### src/include/crc_link_consts.svh
// crc link constants: generator polynomial, seed value and frame length width
`ifndef CRC_LINK_CONSTS_SVH
`define CRC_LINK_CONSTS_SVH

// crc-16 generator, non-reflected
`define CRC_POLY 16'h8005

// seed at reset and at every frame start
`define CRC_INIT 16'h0000

// frame length counter width, wraps past 255
`define LEN_W 8

`endif

### src/source/crc_link_pkg.sv
// crc link package: shared byte, crc, length and engine state types
`include "crc_link_consts.svh"

package crc_link_pkg;

    // one payload byte
    typedef logic [7:0] byte_t;

    // running or final crc value
    typedef logic [15:0] crc_t;

    // frame length in bytes
    typedef logic [`LEN_W-1:0] len_t;

    // engine FSM
    //   IDLE     waiting for a byte
    //   PROCESS  computing and publishing the crc
    //   COMPLETE waiting for the producer to drop valid
    typedef enum logic [1:0] {
        IDLE     = 2'b00,
        PROCESS  = 2'b01,
        COMPLETE = 2'b10
    } engine_state_t;

endpackage

### src/source/byte_ingress.sv
// byte ingress: tracks frame boundaries and applies bit-inversion error injection
`timescale 1ns/1ps

module byte_ingress (
    input  logic                clk,
    input  logic                rst_n,
    input  crc_link_pkg::byte_t data_in,
    input  logic                inject_err,
    input  logic                last,
    input  logic                accept,
    output crc_link_pkg::byte_t byte_data,
    output logic                byte_first,
    output logic                byte_last,
    output logic                byte_corrupt
);

    // set once a byte of the current frame has been taken
    logic in_frame;

    // injection flips every bit before the checksum sees it
    always_comb begin
        if (inject_err) begin
            byte_data = ~data_in;
        end else begin
            byte_data = data_in;
        end
    end

    // nothing accepted yet in this frame
    assign byte_first = ~in_frame;

    always_ff @(posedge clk or negedge rst_n) begin
        if (!rst_n) begin
            in_frame <= 1'b0;
        end else if (accept) begin
            // last byte closes the frame, anything else keeps it open
            if (last) begin
                in_frame <= 1'b0;
            end else begin
                in_frame <= 1'b1;
            end
        end
    end

    // byte attributes held for the output side
    always_ff @(posedge clk or negedge rst_n) begin
        if (!rst_n) begin
            byte_last    <= 1'b0;
            byte_corrupt <= 1'b0;
        end else if (accept) begin
            byte_last    <= last;
            byte_corrupt <= inject_err;
        end
    end

endmodule

### src/source/crc16_engine.sv
// crc-16 engine: valid/ready byte FSM updating a running crc with per-frame restart
`timescale 1ns/1ps
`include "crc_link_consts.svh"

module crc16_engine (
    input  logic                clk,
    input  logic                rst_n,
    input  logic                valid,
    input  crc_link_pkg::byte_t byte_data,
    input  logic                byte_first,
    output logic                ready,
    output logic                accept,
    output crc_link_pkg::crc_t  crc,
    output logic                data_processed,
    output logic                byte_done
);

    crc_link_pkg::engine_state_t state;
    crc_link_pkg::engine_state_t next_state;

    // byte and seed select captured at accept
    crc_link_pkg::byte_t data_q;
    logic                first_q;

    // result of the step, published one cycle later
    crc_link_pkg::crc_t  temp_crc;
    logic                calc_done;

    // one byte, lsb first, msb-first shift register
    function automatic crc_link_pkg::crc_t crc16_step(
        input crc_link_pkg::byte_t data,
        input crc_link_pkg::crc_t  crc_in
    );
        crc_link_pkg::crc_t c;
        c = crc_in;
        for (int i = 0; i < 8; i++) begin
            if ((data[i] ^ c[15]) == 1'b1) begin
                c = {c[14:0], 1'b0} ^ `CRC_POLY;
            end else begin
                c = {c[14:0], 1'b0};
            end
        end
        return c;
    endfunction

    assign accept = (state == crc_link_pkg::IDLE) && valid && ready;

    always_ff @(posedge clk or negedge rst_n) begin
        if (!rst_n) begin
            state <= crc_link_pkg::IDLE;
        end else begin
            state <= next_state;
        end
    end

    always_comb begin
        next_state = state;
        case (state)
            crc_link_pkg::IDLE: begin
                if (accept) begin
                    next_state = crc_link_pkg::PROCESS;
                end
            end
            crc_link_pkg::PROCESS: begin
                // two cycles here, compute then publish
                if (calc_done) begin
                    next_state = crc_link_pkg::COMPLETE;
                end
            end
            crc_link_pkg::COMPLETE: begin
                if (!valid) begin
                    next_state = crc_link_pkg::IDLE;
                end
            end
            default: next_state = crc_link_pkg::IDLE;
        endcase
    end

    always_ff @(posedge clk or negedge rst_n) begin
        if (!rst_n) begin
            ready          <= 1'b1;
            crc            <= `CRC_INIT;
            data_processed <= 1'b0;
            byte_done      <= 1'b0;
            calc_done      <= 1'b0;
        end else begin
            byte_done <= 1'b0;
            case (state)
                crc_link_pkg::IDLE: begin
                    data_processed <= 1'b0;
                    if (accept) begin
                        ready <= 1'b0;
                    end
                end
                crc_link_pkg::PROCESS: begin
                    if (!calc_done) begin
                        calc_done <= 1'b1;
                    end else begin
                        calc_done      <= 1'b0;
                        crc            <= temp_crc;
                        data_processed <= 1'b1;
                        byte_done      <= 1'b1;
                    end
                end
                crc_link_pkg::COMPLETE: begin
                    // hold off until the producer lets go of valid
                    if (!valid) begin
                        ready          <= 1'b1;
                        data_processed <= 1'b0;
                    end
                end
                default: begin
                    ready          <= 1'b1;
                    data_processed <= 1'b0;
                end
            endcase
        end
    end

    always_ff @(posedge clk) begin
        if (accept) begin
            data_q  <= byte_data;
            first_q <= byte_first;
        end
        // first byte of a frame restarts from the init value
        if ((state == crc_link_pkg::PROCESS) && !calc_done) begin
            temp_crc <= crc16_step(data_q, first_q ? `CRC_INIT : crc);
        end
    end

endmodule

### src/source/crc_link.sv
// crc link top: ingress, crc-16 engine and frame report in a byte-serial chain
`timescale 1ns/1ps

module crc_link (
    input  logic                clk,
    input  logic                rst_n,
    input  logic                valid,
    input  logic                inject_err,
    input  logic                last,
    input  crc_link_pkg::byte_t data_in,
    output logic                ready,
    output crc_link_pkg::crc_t  crc,
    output logic                data_processed,
    output logic                frame_done,
    output crc_link_pkg::crc_t  frame_crc,
    output crc_link_pkg::len_t  frame_len,
    output logic                frame_corrupt
);

    // ingress to engine
    crc_link_pkg::byte_t byte_data;
    logic                byte_first;
    logic                accept;

    // ingress and engine to report
    logic                byte_last;
    logic                byte_corrupt;
    logic                byte_done;

    byte_ingress i_byte_ingress (
        .clk          (clk),
        .rst_n        (rst_n),
        .data_in      (data_in),
        .inject_err   (inject_err),
        .last         (last),
        .accept       (accept),
        .byte_data    (byte_data),
        .byte_first   (byte_first),
        .byte_last    (byte_last),
        .byte_corrupt (byte_corrupt)
    );

    crc16_engine i_crc16_engine (
        .clk            (clk),
        .rst_n          (rst_n),
        .valid          (valid),
        .byte_data      (byte_data),
        .byte_first     (byte_first),
        .ready          (ready),
        .accept         (accept),
        .crc            (crc),
        .data_processed (data_processed),
        .byte_done      (byte_done)
    );

    frame_report i_frame_report (
        .clk           (clk),
        .rst_n         (rst_n),
        .byte_done     (byte_done),
        .byte_last     (byte_last),
        .byte_corrupt  (byte_corrupt),
        .crc           (crc),
        .frame_done    (frame_done),
        .frame_crc     (frame_crc),
        .frame_len     (frame_len),
        .frame_corrupt (frame_corrupt)
    );

endmodule

### src/source/frame_report.sv
// frame report: counts bytes, tracks corruption and announces each finished frame
`timescale 1ns/1ps
`include "crc_link_consts.svh"

module frame_report (
    input  logic               clk,
    input  logic               rst_n,
    input  logic               byte_done,
    input  logic               byte_last,
    input  logic               byte_corrupt,
    input  crc_link_pkg::crc_t crc,
    output logic               frame_done,
    output crc_link_pkg::crc_t frame_crc,
    output crc_link_pkg::len_t frame_len,
    output logic               frame_corrupt
);

    // bytes of the open frame so far
    crc_link_pkg::len_t byte_cnt;
    // sticky, any injected byte in the open frame
    logic               corrupt_acc;

    crc_link_pkg::len_t next_len;
    logic               next_corrupt;

    // totals including the byte just finished
    assign next_len     = byte_cnt + 1'b1;
    assign next_corrupt = corrupt_acc | byte_corrupt;

    always_ff @(posedge clk or negedge rst_n) begin
        if (!rst_n) begin
            byte_cnt    <= '0;
            corrupt_acc <= 1'b0;
        end else if (byte_done) begin
            if (byte_last) begin
                byte_cnt    <= '0;
                corrupt_acc <= 1'b0;
            end else begin
                byte_cnt    <= next_len;
                corrupt_acc <= next_corrupt;
            end
        end
    end

    // one-cycle strobe on the last byte
    always_ff @(posedge clk or negedge rst_n) begin
        if (!rst_n) begin
            frame_done <= 1'b0;
        end else begin
            frame_done <= byte_done & byte_last;
        end
    end

    // results held until the next frame ends
    always_ff @(posedge clk or negedge rst_n) begin
        if (!rst_n) begin
            frame_crc     <= `CRC_INIT;
            frame_len     <= '0;
            frame_corrupt <= 1'b0;
        end else if (byte_done && byte_last) begin
            frame_crc     <= crc;
            frame_len     <= next_len;
            frame_corrupt <= next_corrupt;
        end
    end

endmodule

### config.mk
export PLATFORM = sky130hd
export DESIGN_NAME = crc_link
export DESIGN_NICKNAME = d
export VERILOG_FILES = /design/src/source/crc_link_pkg.sv /design/src/source/byte_ingress.sv /design/src/source/crc16_engine.sv /design/src/source/crc_link.sv /design/src/source/frame_report.sv
export VERILOG_INCLUDE_DIRS = /design/src /design/src/include
export SDC_FILE = /design/constraint.sdc
export NUM_CORES = 1
export LEC_CHECK = 0
export ABC_CLOCK_PERIOD_IN_PS = 2500
export BUFFER_PORTS_ARGS = -buffer_cell sky130_fd_sc_hd__clkbuf_2
export CORE_ASPECT_RATIO = 1.1
export CORE_UTILIZATION = 56
export CTS_CLUSTER_DIAMETER = 30
export DETAILED_ROUTE_END_ITERATION = 8
export GPL_TIMING_DRIVEN = 0
export PLACE_DENSITY = 0.79
export SYNTH_ARGS = -nofsm -noshare
export SYNTH_HDL_FRONTEND = slang
export SYNTH_SLANG_ARGS = --single-unit
### constraint.sdc
create_clock -name clk -period 2.5 [get_ports clk]
set_clock_uncertainty 0.2 [all_clocks]
set_input_delay 0.25 -clock clk [delete_from_list [all_inputs] [get_ports clk]]
set_output_delay 0.25 -clock clk [all_outputs]
set_load 0.1 [all_outputs]
==> reports/results.tsv <==
stage	metric	value	unit
synth	synthesized flop and latch total	85	
worst_setup_path	Worst Path Required	2.40	ns
clock_tree	clock root cell	clkbuf_8	
synth	Synth Area in XOR/XNOR	11.79	%
layout	Filler cells	448	
synth	largest family of logic cells by synthesized area	simple AND/OR/NAND/NOR gates	
worst_setup_path	CP endpoint kind	flip-flop	
layout	combined flip-flop and latch cell area	0.002255	sq mm
synth	mapped cell area	0.003576	sq mm
routing	WL/cell	14.59	microns
routing	DRT antenna net count	0	
clock_tree	CTS Buf Count	9	
timing	Tmin final	2.219	ns
routing	Residual DRC	0	
synth	post-synthesis mux area share	6.263	%
synth	fraction of registers with async set/reset	70.59	%
global_routing	GRT Total Usage	22.00	%
place	input/output buffers	55	
routing	via/cell ratio	5.066	
floorplan	Die Area	0.006709	sq mm
place	count of placed standard cells including taps	427	
layout	layout cell share with drive strength beyond 1	25.47	%
worst_setup_path	Worst Path Max Fanout	8	
floorplan	Cell Rows	30	
floorplan	Die Wd	78.19	microns
timing	FMAX	450.6	MHz
floorplan	Die Span Y	85.81	microns
worst_setup_path	CP Data Arrival Time	2.12	ns
timing	setup violators final	0	
synth	Post-Syn Instances	292	
synth	compound-cell area share of the yosys netlist	3.884	%
global_routing	initial antenna violation count	0	
synth	syn_nets	306	
place	Final Wtd Congestion	0.7662	
layout	number of diodes	0	
clock_tree	CTS tree	yes	
floorplan	Starting Density	58.09	%
clock_tree	clock sink total	85	
timing	Slew headroom	37.75	%
timing	RSZ-0062 raised after global routing	false	
routing	drt pass-1 iters	4	
layout	nets	382	
synth	area share of and/or/nand/nor cells after synthesis	12.74	%
layout	area growth from synthesis to layout	19.80	%
clock_tree	H-tree levels	3	
global_routing	GR Overflow Total	0	
global_routing	first-pass GRT wire length	10860	microns
clock_tree	Clock transition at path regs	0.08	ns
synth	Synth Area per Inst	12.25	sq um
worst_setup_path	kind of critical path	reg2reg	
floorplan	Ports	57	
layout	final cell count without fillers	453	
global_routing	largest net degree at the start of global routing	61	
timing	Setup TNS	0	ns
place	HPWL after detailed placement	4523	microns
layout	Multi-input gate area	0.001265	sq mm
synth	Synth Flop Type	dfrtp_1	
timing	final hold vios	0	
global_routing	vias in the first global route	2257	
synth	Post-Synth Adder-Cell Area	0.6298	%
synth	EDFF count, synth	25	
worst_setup_path	startpoint types	flip-flop	
outcome	status	complete, no violations	
synth	sequential-to-total area share from yosys stat	63.02	%
floorplan	Core Region	0.006156	sq mm
job	max_cap viols	0	
timing	Pins Over Slew Limit	0	
synth	Unique masters post-synth	32	
synth	Yosys warning total	0	
routing	vias after detailed routing	2295	
clock_tree	Clk Latency, worst-skew pair	0.36	ns
timing	post-route clock period utilization	88.78	%
timing	worst-margin pin slew	0.9297	ns
clock_tree	Max clock buf depth	2	
layout	final core utilization	69.59	%
routing	1st-iter DRT viols	162	
routing	Routed Wire Length	6611	microns
worst_hold_path	Hold Path Class	in2reg	
path summary, 6_finish.rpt:
| kind | from | to | slack [ns] | cells after the start |
|---|---|---|---|---|
| worst max-delay path | i_crc16_engine.first_q$_DFFE_PP_ | i_crc16_engine.temp_crc[0]$_SDFFCE_PN0P_ | 0.28 | 5 |
| worst min-delay path | valid | i_crc16_engine.state[1]$_DFFE_PN0P_ | 0.07 | 3 |
| worst max register to register | i_crc16_engine.first_q$_DFFE_PP_ | i_crc16_engine.temp_crc[0]$_SDFFCE_PN0P_ | 0.28 | 5 |
| worst min register to register | i_crc16_engine.temp_crc[8]$_DFFE_PP_ | i_crc16_engine.crc[8]$_DFFE_PN0P_ | 0.24 | 2 |
| max in group asynchronous | rst_n | i_crc16_engine.crc[11]$_DFFE_PN0P_ | 1.20 | 2 |
| min in group asynchronous | rst_n | i_frame_report.frame_len[6]$_DFFE_PN0P_ | 0.33 | 2 |
metrics by stage:
stage	hold WS [ns]	area (sq um)	worst slack, ns
2_1_floorplan	-0.2456	3577	0.06373
6_report	0.06853	4284	0.2806
3_5_place_dp	0.2130	3955	0.1671
4_1_cts	0.06195	4282	0.1590
3_3_place_gp	0.2188	3953	0.2676
5_1_grt	0.1111	4284	0.1441
worst max-delay path, cell delays in order (launching register included):
cell and delay, ns:
edfxtp_1 0.51, nor2b_2 0.19, xnor2_2 0.16, xor3_1 0.48, xnor3_1 0.26, xnor2_1 0.16
area by class of cell:
cell class	count	area share (%)
clock buffer	12	3.651
sequential	85	52.63
tap	80	2.336
multi-input combinational	191	29.53
clock inverter	4	1.636
timing repair buffer	65	8.820
inverter	7	0.6133
buffer	9	0.7886
what timing repair did:
action / in CTS / in global routing
endpoints found under the hold margin: 69 / 0
setup buffers: 0 / 0
hold buffers: 10 / 0
resized for setup: 0 / 0
state kept, by name, summed over array words and instances (netlist names), 2 cells and up:
name                      flops
i_crc16_engine.crc           16
i_crc16_engine.data_q         8
i_crc16_engine.state          2
i_crc16_engine.temp_crc      16
i_frame_report.byte_cnt       8
i_frame_report.frame_crc     16
i_frame_report.frame_len      8
Yosys cell counts (2+ instances only):
cell	number	area share, %
a22o_1	3	0.73
nor2_1	15	1.6
mux2_2	19	6.0
a21oi_1	3	0.42
and3_1	5	0.87
nand3_1	2	0.28
nor2b_1	6	1.0
xnor2_1	31	7.6
xor2_1	10	2.4
clkinv_1	2	0.21
inv_1	5	0.52
dfrtp_1	59	41
clkbuf_1	9	0.94
o21ai_0	15	2.1
nand2_1	60	6.3
nand2b_1	6	1.0
edfxtp_1	25	21
o22ai_1	2	0.35
nor3b_1	2	0.42
routing by layer:
layer,routed length (microns),part of all wire (%),track usage [%]
met1,2845,43,27.94
met2,3394,51,36.84
met3,244,3.7,4.043
met4,128,1.9,10.10
met5,0,0,0
cells by family (layout without fill, tap and decap cells):
| kind of cell | count (synthesis) | after routing |
|---|---|---|
| AO/OA/AOI/OAI | 24 | 24 |
| XOR/XNOR | 44 | 44 |
| adder cells (fa/ha/maj) | 2 | 2 |
| buffers and inverters | 16 | 97 |
| flip-flops | 85 | 85 |
| multiplexers | 20 | 20 |
| AND/OR/NAND/NOR | 101 | 101 |
cell usage in the layout, fill, tap and decap left out, types with 3 or more instances in the layout:
cell type / netlist / layout
clkbuf_1: 9 / 11
clkbuf_8: 0 / 9
inv_1: 5 / 5
dlygate4sd3_1: 0 / 10
nand2b_1: 6 / 6
clkbuf_2: 0 / 54
xor2_1: 10 / 10
o21ai_0: 15 / 15
a21oi_1: 3 / 3
nor2b_1: 6 / 6
edfxtp_1: 25 / 25
a22o_1: 3 / 3
mux2_2: 19 / 19
and3_1: 5 / 5
nor2_1: 15 / 14
dfrtp_1: 59 / 58
xnor2_1: 31 / 31
nand2_1: 60 / 60
Power is not shown: default switching activity piles up to over one toggle a cycle in this logic, so the estimate is an artifact.
